$ cat src/include/bus_config.svh
////////////////////////////////////////////////////////////////////////////
// Memory bus configuration
// Data width, bank geometry and wait-state spacing shared by the fabric
////////////////////////////////////////////////////////////////////////////

`ifndef BUS_CONFIG_SVH
`define BUS_CONFIG_SVH

// Width of a data word on every path
`define BUS_DATA_W 32

// Number of banks, one per mapped region
`define BANK_COUNT 4

// Words per bank and the matching offset width
`define BANK_WORDS 256
`define BANK_OFFSET_W 8

// Extra wait cycles added per bank index
// Bank i answers after i times this many waits
`define BANK_WAIT_STEP 2

`endif

$ cat src/source/bus_pkg.sv
////////////////////////////////////////////////////////////////////////////
// Memory bus types
// Address word with its region and offset views
////////////////////////////////////////////////////////////////////////////

`default_nettype none

`include "bus_config.svh"

package bus_pkg;

	// Region number from the top address nibble
	typedef logic [3:0] region_t;

	// Word index inside one bank
	typedef logic [`BANK_OFFSET_W-1:0] offset_t;

	// Field view of a byte address
	typedef struct packed {
		region_t region;
		logic [32-4-`BANK_OFFSET_W-2-1:0] unused;
		offset_t offset;
		logic [1:0] byte_sel;
	} addr_fields_t;

	typedef union packed {
		logic [31:0] word;
		addr_fields_t fields;
	} addr_word_u;

endpackage

`default_nettype wire

$ cat src/source/bus_ifs.sv
////////////////////////////////////////////////////////////////////////////
// Internal bus interfaces
// host_bus_if links the bridge to decode and response logic,
// bank_if links the decoder and merger to each memory bank
////////////////////////////////////////////////////////////////////////////

`timescale 1ns/1ps
`default_nettype none

`include "bus_config.svh"

interface host_bus_if
	import bus_pkg::*;
();

	// Request held while a transaction is open
	logic active;
	logic rw;
	addr_word_u address;
	logic [`BUS_DATA_W-1:0] wdata;

	// Merged response with a single-cycle ready
	logic [`BUS_DATA_W-1:0] rdata;
	logic ready;
	logic error;

	modport bridge (output active, rw, address, wdata, input rdata, ready, error);
	modport decode (input active, rw, address, wdata);
	modport respond (output rdata, ready, error);

endinterface


`default_nettype wire

$ cat src/source/bus_bridge.sv
////////////////////////////////////////////////////////////////////////////
// Requester bridge
// Latches one access, holds it on the internal bus until a response
// arrives, then returns registered data, ready and error
////////////////////////////////////////////////////////////////////////////

`timescale 1ns/1ps
`default_nettype none

`include "bus_config.svh"

module bus_bridge
	import bus_pkg::*;
(
	input logic i_clock,
	input logic i_arst_n,
	input logic i_request,
	input logic i_rw,
	input logic [31:0] i_address,
	input logic [`BUS_DATA_W-1:0] i_wdata,
	output logic [`BUS_DATA_W-1:0] o_rdata,
	output logic o_ready,
	output logic o_error,
	host_bus_if.bridge host
);

	// Idle when low, busy while a transaction is open
	logic busy;
	logic start;

	logic held_rw;
	addr_word_u held_addr;
	logic [`BUS_DATA_W-1:0] held_wdata;

	assign start = !busy && i_request;

	always_ff @(posedge i_clock or negedge i_arst_n) begin
		if (!i_arst_n) begin
			busy <= 1'b0;
			o_ready <= 1'b0;
			o_error <= 1'b0;
			o_rdata <= '0;
		end else begin
			o_ready <= 1'b0;
			o_error <= 1'b0;
			if (!busy) begin
				busy <= i_request;
			end else if (host.ready) begin
				busy <= 1'b0;
				o_ready <= 1'b1;
				o_error <= host.error;
				// Writes and failed accesses return zero
				o_rdata <= (held_rw || host.error) ? '0 : host.rdata;
			end
		end
	end

	// Request payload, stable for the whole transaction
	always_ff @(posedge i_clock) begin
		if (start) begin
			held_rw <= i_rw;
			held_addr.word <= i_address;
			held_wdata <= i_wdata;
		end
	end

	assign host.active = busy;
	assign host.rw = held_rw;
	assign host.address = held_addr;
	assign host.wdata = held_wdata;

	// No response may arrive without an open transaction
	assert property (@(posedge i_clock) disable iff (!i_arst_n) host.ready |-> busy)
		else $error("bridge: response seen while idle");

endmodule

`default_nettype wire

$ cat src/flat_wrapper.sv
// flat-port wrapper written by rule: the top's interface ports become plain ports
module bus_bridge_flat import bus_pkg::*;
  (i_clock, i_arst_n, i_request, i_rw, i_address, i_wdata, o_rdata, o_ready, o_error, host_active, host_rw, host_address, host_wdata, host_rdata, host_ready, host_error);
  host_bus_if host_i ();
  input logic i_clock;
  input logic i_arst_n;
  input logic i_request;
  input logic i_rw;
  input logic [31:0] i_address;
  input logic [`BUS_DATA_W-1:0] i_wdata;
  output logic [`BUS_DATA_W-1:0] o_rdata;
  output logic o_ready;
  output logic o_error;
  output wire logic [$bits(host_i.active)-1:0] host_active;
  output wire logic [$bits(host_i.rw)-1:0] host_rw;
  output wire logic [$bits(host_i.address)-1:0] host_address;
  output wire logic [$bits(host_i.wdata)-1:0] host_wdata;
  input wire logic [$bits(host_i.rdata)-1:0] host_rdata;
  input wire logic [$bits(host_i.ready)-1:0] host_ready;
  input wire logic [$bits(host_i.error)-1:0] host_error;
  assign host_active = host_i.active;
  assign host_rw = host_i.rw;
  assign host_address = host_i.address;
  assign host_wdata = host_i.wdata;
  assign host_i.rdata = host_rdata;
  assign host_i.ready = host_ready;
  assign host_i.error = host_error;
  bus_bridge u_core (.i_clock(i_clock), .i_arst_n(i_arst_n), .i_request(i_request), .i_rw(i_rw), .i_address(i_address), .i_wdata(i_wdata), .o_rdata(o_rdata), .o_ready(o_ready), .o_error(o_error), .host(host_i));
endmodule
$ cat config.mk
export PLATFORM = sky130hd
export DESIGN_NAME = bus_bridge_flat
export DESIGN_NICKNAME = d
export VERILOG_FILES = /design/src/source/bus_pkg.sv /design/src/source/bus_ifs.sv /design/src/source/bus_bridge.sv /design/src/flat_wrapper.sv
export VERILOG_INCLUDE_DIRS = /design/src /design/src/include
export SDC_FILE = /design/constraint.sdc
export NUM_CORES = 1
export LEC_CHECK = 0
export ABC_AREA = 1
export BUFFER_PORTS_ARGS = -buffer_cell sky130_fd_sc_hd__buf_2
export CORE_AREA = 2 2 97 99
export CTS_CLUSTER_DIAMETER = 30
export DETAILED_ROUTE_END_ITERATION = 16
export DIE_AREA = 0 0 99 101
export PLACE_DENSITY = 0.8
export SLEW_MARGIN = 20
export SYNTH_ARGS = -nofsm -noshare
export SYNTH_HDL_FRONTEND = slang
export SYNTH_SLANG_ARGS = --single-unit
$ cat constraint.sdc
create_clock -name i_clock -period 3.8 [get_ports i_clock]
set_input_delay 0.57 -clock i_clock [delete_from_list [all_inputs] [get_ports i_clock]]
set_output_delay 0.57 -clock i_clock [all_outputs]
set_load 0.02 [all_outputs]
==> results of run 1 <==
==> logic make-up (layout without fill, tap and decap cells) <==
logic type             count (synthesis)  count (layout)  share of synthesized area [%]
other                                  0               2                              0
buffers and inverters                 12             220                          2.327
AND/OR/NAND/NOR                      102             102                          12.84
flip-flops                           100             100                          84.83
==> cells in the final DEF, fill, tap and decap left out, types with 3 or more instances in the layout <==
cell type	count
sky130_fd_sc_hd__nor2_1	3
sky130_fd_sc_hd__edfxtp_1	65
sky130_fd_sc_hd__buf_2	201
sky130_fd_sc_hd__dfrtp_1	35
sky130_fd_sc_hd__nand3_1	32
sky130_fd_sc_hd__nand2_1	64
sky130_fd_sc_hd__clkbuf_8	9
==> power by group <==
part           total, mW  internal [mW]  switching, mW
combinational      0.337          0.111          0.226
clock              0.621          0.248          0.373
sequential          1.29           1.26         0.0347
total               2.25           1.62          0.634
==> registers in the layout, summed over array words and instances, names as in the netlist <==
signal / cells
u_core.host.wdata: 32
u_core.o_ready: 1
u_core.host.address: 32
u_core.host.active: 1
u_core.host.rw: 1
u_core.o_rdata: 32
u_core.o_error: 1
==> worst max-delay path by stage <==
stage                                         end          startpoint  depth (start not counted)
final                      u_core.host.address[5]  u_core.host.active                          2
after detailed placement  u_core.host.address[30]           i_request                          4
after global routing       u_core.host.address[5]  u_core.host.active                          2
after floorplan            u_core.host.address[0]           i_request                          2
after CTS                   u_core.host.wdata[20]  u_core.host.active                          2
after global placement      u_core.host.wdata[14]           i_request                          4
==> critical path: stages (launching register included) <==
cell	delay [ps]
sky130_fd_sc_hd__dfrtp_1	440
sky130_fd_sc_hd__nor2_4	380
sky130_fd_sc_hd__buf_4	590
==> area by class of cell <==
class | count | share of cell area (%)
repair buffers | 202 | 21.94
clock inverters | 6 | 1.219
clock buffers | 9 | 2.681
well taps | 111 | 3.006
flip-flops and latches | 100 | 61.21
inverters | 3 | 0.2979
diodes | 2 | 0.1083
multi-input cells | 102 | 9.534
==> per-stage QoR <==
stage / utilization (%) / hold slack, ps / worst slack, ps / area (um^2) / std cells
5_1_grt: 51.40 / 326.7 / 1917 / 4614 / 533
3_3_place_gp: 49.34 / 459.0 / 1816 / 4429 / 518
2_1_floorplan: - / 274.4 / 1099 / 3336 / 214
6_report: 51.46 / 281.5 / 2012 / 4619 / 535
3_5_place_dp: 49.34 / 460.6 / 1766 / 4429 / 518
4_1_cts: 51.34 / 291.6 / 2009 / 4609 / 533
==> synthesized netlist by cell type (all sizes together) <==
master | count | area share, %
nor2 | 5 | 0.64
buf | 9 | 1.9
nand2 | 65 | 7.4
inv | 3 | 0.41
dfrtp | 35 | 26
edfxtp | 65 | 59
nand3 | 32 | 4.8
==> metal layers <==
layer / GRT usage [%] / vias to the layer above / share of wire, %
met5: 0 / - / 0.16
met3: 6.449 / 12 / 11
met1: 17.97 / 1110 / 38
met4: 4.953 / 2 / 1.5
li1: - / 1144 / -
met2: 25.94 / 139 / 50
==> out/summary.md, run 1 <==
The run finished with clean final reports. The logs give 0 for the total congestion overflow and 0.7843 for the placer's final routability congestion estimate. The final-stage net count is 520, and the number of warnings issued by yosys is 0. The logs give 9 for the number of buffers created by CTS and 7908 um for the total wire length.

The tightest slew margin relative to the limit was 48.48%. For the setup slack of the most critical reg-to-reg path, the log shows 2010 ps. The CTS root buffer is sky130_fd_sc_hd__clkbuf_8. The floorplan step defined a die boundary enclosing 9999 um^2. Global routing used 15.41% of the available tracks. The worst-case IR drop observed on VDD is 0.0001639 V. The sequential cells in the finished layout cover a total of 2828 um^2. In the routed design, unresolved DRC markers number 0. The run gives 4 as the first-pass iteration count of the detailed router. Synthesis handed over a netlist of 214 instances. The logs give 84.83% for the share of the yosys chip area belonging to registers and 71 for the first-iteration detailed-routing DRC count. Setup repair after global routing left no endpoint under its margin.

The number of nets in the synthesized netlist is 316. The type of the most critical hold path was input pin to async pin. The critical register-to-register path endpoint is u_core.host.address[5]. The number of rows in the core area was 35. Category of the worst setup path capture point: a flip-flop. Count of different cell masters after synthesis: 11.

In this run the horizontal extent of the chip is 99 um. TritonCTS built the clock tree. The maximum fanout along the worst path was 52. Number of global-route vias before repair: 2358. Clock tree synthesis found a total of 100 sinks. The tools report the maximum achievable frequency as 559.3 MHz. The setup path with the least slack is of type flip-flop to flip-flop. Area of the mapped netlist: 3333 um^2. The detailed router placed 2407 vias in this run. The aggregate negative setup slack was 0 ps. Per-cell routed wire length: 14.78 um. The later pin in the worst-skew pair is clocked with a latency of 350 ps. The wire length of the first global-routing pass is 11650 um, and the fill cell instance count of the final layout is 773. The worst-case clock skew was 18.93 ps. Gates resized during post-CTS repair numbered 0.

202 I/O pins were placed. The post-route minimum period is 1788 ps, and the ratio of cells with drive above 1 in the final layout is 52.37%. Dividing total power by cell area gives a power density of 487.3 nW/um^2. The core region is 8977 um^2.

The sort of element at the start of the critical path was a flip-flop. Entering global routing, the biggest net connects 53 pins. The effective utilization at floorplan is 37.13%, and the number of buffers added on ports is 201. The number of storage elements in the synthesis netlist was 100; the average cell area after synthesis was 15.58 um^2. For the worst setup path, the data required time is 3790 ps. The number of max-capacitance violations reported was 0. The number of antenna violations at the first check in global routing is 3, and the count of final max-slew check failures is 0.

The count of hold buffers inserted by post-cts repair came out at 0. For the multi-input logic area, the log shows 440.4 um^2. In this run the critical register-to-register path is launched from u_core.host.active. The clock passes through at most 2 buffers. Dividing the final minimum period by the clock period gives 47.05%. The clock transition at the register clock pins on the worst setup and hold paths after CTS was 100 ps. For the worst flop-to-flop path, the logic depth is 2. The die is 101 um tall. The analysis attributes to cell leakage a power of 2.298 nW.

Post-CTS timing repair inserted 0 buffers for setup. Once detail routing completed, the nets flagged for antenna violations numbered 0. Setup violations remaining at the end of the flow were counted as 0.

The area overhead of the layout relative to synthesis came out at 38.59%. Summed over all nets, the half-perimeter wirelength after detailed placement is 6079 um. After layout, the design draws a total of 2.251 mW. The number of hold-slack violations in the final timing report was 0; the slew at the pin with the worst max-slew slack was 772.7 ps. At the worst endpoint, the arrival time is 1780 ps.

Dividing the detail-routed via count by the number of cells gives 4.499. CTS built an H-tree with a depth of 3.
Power figures use the tool's default switching activity.
==> inputs of run 2 (changes only) <==
--- a/config.mk
+++ b/config.mk
@@ -8,11 +8,11 @@
 export LEC_CHECK = 0
 export ABC_AREA = 1
 export BUFFER_PORTS_ARGS = -buffer_cell sky130_fd_sc_hd__buf_2
-export CORE_AREA = 2 2 97 99
+export CORE_AREA = 2 2 92 94
 export CTS_CLUSTER_DIAMETER = 30
 export DETAILED_ROUTE_END_ITERATION = 16
-export DIE_AREA = 0 0 99 101
-export PLACE_DENSITY = 0.8
+export DIE_AREA = 0 0 94 96
+export PLACE_DENSITY = 0.84
 export SLEW_MARGIN = 20
 export SYNTH_ARGS = -nofsm -noshare
 export SYNTH_HDL_FRONTEND = slang
==> constraint.sdc (replaced) <==
create_clock -name i_clock -period 1.75 [get_ports i_clock]
set_input_delay 0.2625 -clock i_clock [delete_from_list [all_inputs] [get_ports i_clock]]
set_output_delay 0.2625 -clock i_clock [all_outputs]
set_load 0.02 [all_outputs]
==> run 2 against run 1 <==
  * Core utilization increased by 6.3 points
  * Cell area up 0.70%
  * Critical path depth stayed put
  * Cell count fell by 0.56%
  * Global-route usage grew 2.5 points
  * Sequential share of layout area decreased by 0.40 points
  * Setup slack got worse by 1600 ps
  * Clock skew decreased by 8.3 ps
  * Maximum frequency up 31%
==> out/summary.md, run 2 (synthesis results as in run 1) <==
The logs give 47.94% for the tightest slew margin relative to the limit and 524 for the final-stage net count. Pin placement for this block handled 202 I/O pins. The critical path data arrival time is 1410 ps. For the pin with the worst max-slew slack, the measured transition is 780.9 ps. After legalization and detailed placement, the total HPWL measured 6173 um.

TritonCTS built the clock tree. Entering global routing, the biggest net connects 41 pins. The core region is 8051 um^2. The number of max-capacitance violations reported is 0. The worst hold path belongs to the class input pin to flip-flop.

Number of hold-slack violations in the final timing report: 0. For the remaining number of nets flagged by the antenna check after routing, the log shows 0. The number of cells upsized or downsized after cts was 0.

The run gives 100 as the clock net sink count. The tools report the sort of element at the start of the critical path as a flip-flop. For this configuration, the core starts out at a cell density of 41.40%.

Per-cell via count in the routed design: 4.598. Leading cell type in the layout, fill and taps excluded: sky130_fd_sc_hd__buf_2. The total wire length was 8094 um. The first global-routing pass estimated 11930 um of wire.

Final clock period utilization by the worst path: 77.89%. The deepest level of the CTS H-tree came out at 3. The analysis attributes to cell leakage a power of 2.322 nW. Counting cells, the worst reg-to-reg path comes to 2. The die outline width was 94 um.

The setup path with the least slack is of type flip-flop to flip-flop. The tools report the maximum vdd drop as 0.0003887 V. Count of buffers added by post-CTS timing repair for setup: 0. Setup repair after global routing left no endpoint under its margin. The clock transition at the register clock pins on the worst setup and hold paths after CTS came out at 110 ps. For this run, the top clock speed supported by timing is 733.7 MHz. The area overhead of the layout relative to synthesis works out to 39.56%. The total power per unit cell area is 1055 nW/um^2.

The clock passes through at most 2 buffers. For the count of hold buffers inserted by post-cts repair, the log shows 1. The die covers 9024 um^2. In this run the tool buffered the top-level ports with 201 buffer cells.

STA classifies the critical path endpoint as a flip-flop. Across the routed clock network, the largest skew measured is 10.58 ps. After layout, the design draws a total of 4.909 mW. The slowest stage of the critical path belongs to the cell sky130_fd_sc_hd__dfrtp_2. In this run, the number of DRC markers left after iteration 0 of detailed routing was 60. After detailed routing, the number of remaining DRC violations is 0. Buffers inserted during clock tree synthesis total 9. For the first-pass iteration count of the detailed router, the log shows 4. Subtracting the final worst setup slack from the clock period gives 1363 ps.

The post-route netlist has 52.82% of its cells at a drive strength greater than 1. Setup violations remaining at the end of the flow were counted as 0. Clock latency of the later-clocked register in the worst-skew pair: 350 ps. The run finished with clean final reports. The number of global-route vias before repair is 2355, and the data required time at the worst endpoint is 1800 ps. In this run the vertical extent of the chip is 96 um. The final hold slack was 71.25 ps.

The tools report the total number of vias as 2446. Leaving out fill and tap cells, the most frequent cells in the layout are 201 x sky130_fd_sc_hd__buf_2, 65 x sky130_fd_sc_hd__edfxtp_1, 64 x sky130_fd_sc_hd__nand2_1. The maximum fanout along the worst path works out to 16. Traced cell by cell, the critical path runs through nor2_4 > buf_4. The worst hold path stage count is 1. Clock tree synthesis selected as its root buffer the cell sky130_fd_sc_hd__clkbuf_8. The maximum cell stage delay along the critical path was 450 ps. Number of antenna violations at the first check in global routing: 1. At the end of routability-driven placement, the weighted congestion stood at 0.7844. For the number of rows in the core area, the log shows 33. The per-cell routed wire length was 15.21 um; the count of final max-slew check failures was 0. For the total congestion overflow, the log shows 0.

In the global route stage, overall resource usage came out at 17.89%.
==> run 2: cell type report <==
type / instances / area [um^2]
multi-input combinational: 102 / 435.4
inverter: 3 / 13.76
clock inverter: 6 / 57.56
timing repair buffer: 206 / 1059
tap: 105 / 131.4
sequential: 100 / 2829
clock buffer: 9 / 123.9
antenna: 1 / 2.502
fill: 678 / 3400
==> run 2: routing by layer <==
layer	part of all wire [%]	GRT usage [%]
met1	38	20.46
met3	8.2	4.855
met4	1.4	6.280
met5	0	0
met2	53	32.38
==> run 2: final timing paths <==
| check | startpoint | endpoint | slack (ps) |
|---|---|---|---|
| setup / recovery | u_core.host.active | u_core.host.wdata[29] | 390 |
| hold / removal | i_address[3] | u_core.host.address[3] | 70 |
| setup reg to reg | u_core.host.active | u_core.host.wdata[29] | 390 |
| hold reg to reg | u_core.o_rdata[15] | u_core.o_rdata[15] | 480 |
| max in group asynchronous | i_arst_n | u_core.host.active | 690 |
| min in group asynchronous | i_arst_n | u_core.o_rdata[28] | 530 |
==> run 2: stage by stage <==
step	instance area (um^2)	util [%]	worst slack, ps	instances	setup TNS, ps
finish	4652	57.78	387.0	532	0
global route	4649	57.75	316.0	531	0
CTS	4649	57.75	376.9	531	0
detailed placement	4458	55.37	397.4	515	0
global placement	4458	55.37	422.1	515	0
floorplan	3342	-	-110.5	214	-7185
==> run 2: report_power, final <==
| part | internal (mW) | switching (mW) | leakage [nW] |
|---|---|---|---|
| combinational | 0.255 | 0.495 | 1.15 |
| sequential | 2.73 | 0.0736 | 1.08 |
| clock | 0.540 | 0.815 | 0.0933 |
| total | 3.53 | 1.38 | 2.32 |
==> run 2: worst max-delay path: cells and delay by family, from the launching register on <==
family	cells	cell delay [ps]
buf+inv	1	310
flops	1	450
simple gates	1	290
==> inputs of run 3 (changes only) <==
--- a/config.mk
+++ b/config.mk
@@ -8,11 +8,11 @@
 export LEC_CHECK = 0
 export ABC_AREA = 1
 export BUFFER_PORTS_ARGS = -buffer_cell sky130_fd_sc_hd__buf_2
-export CORE_AREA = 2 2 92 94
+export CORE_AREA = 2 2 97 99
 export CTS_CLUSTER_DIAMETER = 30
 export DETAILED_ROUTE_END_ITERATION = 16
-export DIE_AREA = 0 0 94 96
-export PLACE_DENSITY = 0.84
+export DIE_AREA = 0 0 99 101
+export PLACE_DENSITY = 0.8
 export SLEW_MARGIN = 20
 export SYNTH_ARGS = -nofsm -noshare
 export SYNTH_HDL_FRONTEND = slang
==> constraint.sdc (replaced) <==
create_clock -name i_clock -period 1.15 [get_ports i_clock]
set_input_delay 0.1725 -clock i_clock [delete_from_list [all_inputs] [get_ports i_clock]]
set_output_delay 0.1725 -clock i_clock [all_outputs]
set_load 0.02 [all_outputs]
==> run 3 against run 2 <==
  * The flow now finishes with violations (negative setup slack)
  * Largest cell class unchanged
  * Via count increased by 15%
  * Register-to-register slack worse by 430 ps
  * Cell count grew 14%
  * Clock power is 56% higher
  * Cell area rose by 18%
  * Core utilization grew 3.4 points
  * Sequential share of layout area down 9.3 points
  * Critical endpoint is now u_core.host.address[2]
  * Clock-buffer cell count is 1 higher
  * Die area grew 11%
  * Non-clock buffer count increased by 69
  * Sequential power grew 53%
==> out/summary.md, run 3 (synthesis results as in run 1) <==
In the routed layout, each cell is associated on average with a via count of 4.619. STA classifies the critical path startpoint as a flip-flop. The area overhead of the layout relative to synthesis came out at 64.90%.

Row generation in the floorplan step produced 35 rows. The worst setup slack after layout was -44.19 ps. The worst hold path belongs to the class input pin to flip-flop. In the routed design, unresolved DRC markers number 0.

STA puts the critical path data required time at 1210 ps. The die covers 9999 um^2. For the count of final max-slew check failures, the log shows 0.

Critical register-to-register path endpoint: u_core.host.address[2]. Number of hold-slack violations in the final timing report: 0. The pin count of the biggest net entering global routing is 45, and the placement-stage cell area is 4518 um^2.

In this run the worst path has a maximum fanout of 22. The root buffer cell chosen for the clock tree is sky130_fd_sc_hd__clkbuf_8. The logs give 2804 for the number of global-route vias before repair and 2813 for the total number of vias. The number of antenna violations at the first check in global routing was 3; the number of instances in the placed design was 523. 202 I/O pins were placed. From left edge to right edge, the die measures 99 um. The tools report the number of max-capacitance violations reported as 0. Leaving out fill and tap cells, the most frequent cell in the layout is sky130_fd_sc_hd__buf_2.

Headroom to the max-slew limit came out at 83.05%. In this run the static leakage power is 2.664 nW. The area inside the core boundary came out at 8977 um^2.

Setup repair after global routing could not meet its margin everywhere. The critical path contains buffers and inverters numbering 2 combined. For this block, the initial DRC count from the detailed router was 96. Walking the worst path, the cells encountered are nor2_4 > buf_12 > buf_12. In this run the power spent charging and discharging nets is 2.258 mW. TritonCTS built the clock tree.

The count of nets left with antenna violations once routing finished came out at 0. The maximum cell stage delay along the critical path was 460 ps. The final reports fail on negative setup slack. At the later pin of the worst-skew pair, clock insertion delay measures 360 ps. The setup check on the worst reg-to-reg path leaves a slack of -40 ps.

The number of clock buffers added by TritonCTS is 9. Dividing the detail-routed wire length by the instance count gives 17.55 um. Combinational cells account for 18.7% of the total power. Broken down by cell family, the worst path's largest delay share belongs to flip-flops. The run finished, with violations left. The tools report the summed area of non-filler cells in the final layout as 5497 um^2.

The logs give 609 for the final instance count without filler cells and 2829 um^2 for the sequential cell area. Final total power: 7.879 mW. The total global-route track usage came out at 19.48%. STA classifies the critical path endpoint as a flip-flop. Startpoint of the worst setup timing path: u_core.host.active. The ratio of cells with drive above 1 in the final layout was 46.37%; the wire length of the first global-routing pass was 14840 um. The master of the slowest instance on the critical path was sky130_fd_sc_hd__dfrtp_2. The deepest level of the CTS H-tree is 3, and the maximum vdd drop is 0.0008281 V.

Cell internal power was estimated by the tool at 5.621 mW. Input and output buffers added on the ports amount to 201. Setup violations remaining at the end of the flow were counted as 51.

Once layout is complete, the utilization of the core stands at 61.23%. For this configuration, the core starts out at a cell density of 37.13%. At the end of the flow, the number of nets in the layout was 593.

The final clock period utilization by the worst path was 103.8%; the post-placement setup slack was 5.322 ps. In this run the power density over the cells is 1433 nW/um^2. For the clock share of power, the log shows 26.8%. The worst register-to-register path begins at u_core.host.active.

Measured along the y axis, the die boundary spans 101 um. Counting the fill cells in the layout gives 665. The clock passes through at most 2 buffers. For this run, the detailed router's first-pass iteration total came to 5. The worst register-to-register path has a depth of 3.

The cell that appears most often on the critical path is sky130_fd_sc_hd__buf_12. The tools report the total congestion overflow as 0. Routability-driven placement finished with a final weighted congestion of 0.7915. The critical path runs through a total of 3 cells. Data on the critical path arrives at its endpoint at 1260 ps. Net switching is 28.66% of the power. CTS saw 100 sinks.

Kind of critical path: flip-flop to flip-flop. The clock transition at the register clock pins on the worst setup and hold paths after CTS works out to 100 ps. The placed wire-length estimate came out at 6205 um.

The share of total power in sequential cells was 54.5%. In the layout the commonest cells are 190 x sky130_fd_sc_hd__buf_2, 65 x sky130_fd_sc_hd__dlygate4sd3_1, 65 x sky130_fd_sc_hd__edfxtp_1. Summed over all layers, the routed wires come to 10690 um.

The multi-input logic area is 435.4 um^2, and the slew at the pin with the worst max-slew slack is 254.3 ps. Post-route minimum period: 1194 ps. For this run, the top clock speed supported by timing is 837.4 MHz. For the final database, setup skew stands at 15.49 ps. In this run the worst setup path terminates at u_core.host.address[2].
run 3: changes by cell type in the layout (fill, tap and decap cells not counted), moves of 2 or more:
cell / delta
sky130_fd_sc_hd__dlygate4sd3_1: +64
sky130_fd_sc_hd__buf_2: -11
sky130_fd_sc_hd__buf_6: +11
sky130_fd_sc_hd__buf_12: +5
sky130_fd_sc_hd__clkinv_4: -2
run 3: cell type report:
| cell class | instances | area share [%] |
|---|---|---|
| Sequential cell | 100 | 51.47 |
| Timing Repair Buffer | 275 | 34.30 |
| Multi-Input combinational cell | 102 | 7.922 |
| Tap cell | 111 | 2.527 |
| Clock buffer | 10 | 2.322 |
| Clock inverter | 6 | 1.024 |
| Inverter | 3 | 0.3415 |
| Antenna cell | 2 | 0.09105 |
run 3: through the flow:
stage	hold WS (ps)	TNS [ps]
2_1_floorplan	-123.1	-46180
3_3_place_gp	54.00	0
3_5_place_dp	56.92	0
4_1_cts	7.430	-1123
5_1_grt	19.61	-4138
6_report	35.70	-1308
run 3: worst register-to-register path: cells and delay by family (launching register included):
kind	cells	cell delay [ps]
AND/OR/NAND/NOR	1	140
buffers and inverters	2	300
flip-flops	1	460
run 3: per-layer routing:
metal | part of all wire [%] | GRT usage [%] | up-vias
met2 | 54 | 35.81 | 170
li1 | - | - | 1296
met4 | 2.2 | 4.953 | 2
met1 | 34 | 21.35 | 1322
met3 | 9.2 | 7.074 | 23
met5 | 0.15 | 0 | -
run 3: repair_timing:
action                                  in CTS  in global routing
gates resized for setup                      5                 21
setup buffers                                0                  1
endpoints found under the setup margin      63                103
hold buffers                                64                  1
hold endpoints to repair                    98                  1
cloned                                       0                  2
run 3: how the worst min path moves through the flow:
stage	start	end	slack (ps)	depth (start not counted)
after floorplan	i_arst_n	u_core.host.active	-120	0
after global placement	i_arst_n	u_core.o_rdata[30]	50	1
after detailed placement	i_arst_n	u_core.o_rdata[30]	60	1
after CTS	i_wdata[0]	u_core.host.wdata[0]	7	1
after global routing	i_wdata[20]	u_core.host.wdata[20]	20	1
final	i_wdata[20]	u_core.host.wdata[20]	40	1
run 3: power groups by stage:
stage	Clock [mW]	Combinational (mW)	Sequential [mW]
6_report	2.11	1.47	4.29
3_3_place_gp	0	1.16	4.34
5_1_grt	2.33	1.58	4.32
2_1_floorplan	0	0.266	4.70
4_1_cts	2.15	1.38	4.27
3_5_place_dp	0	1.19	4.35
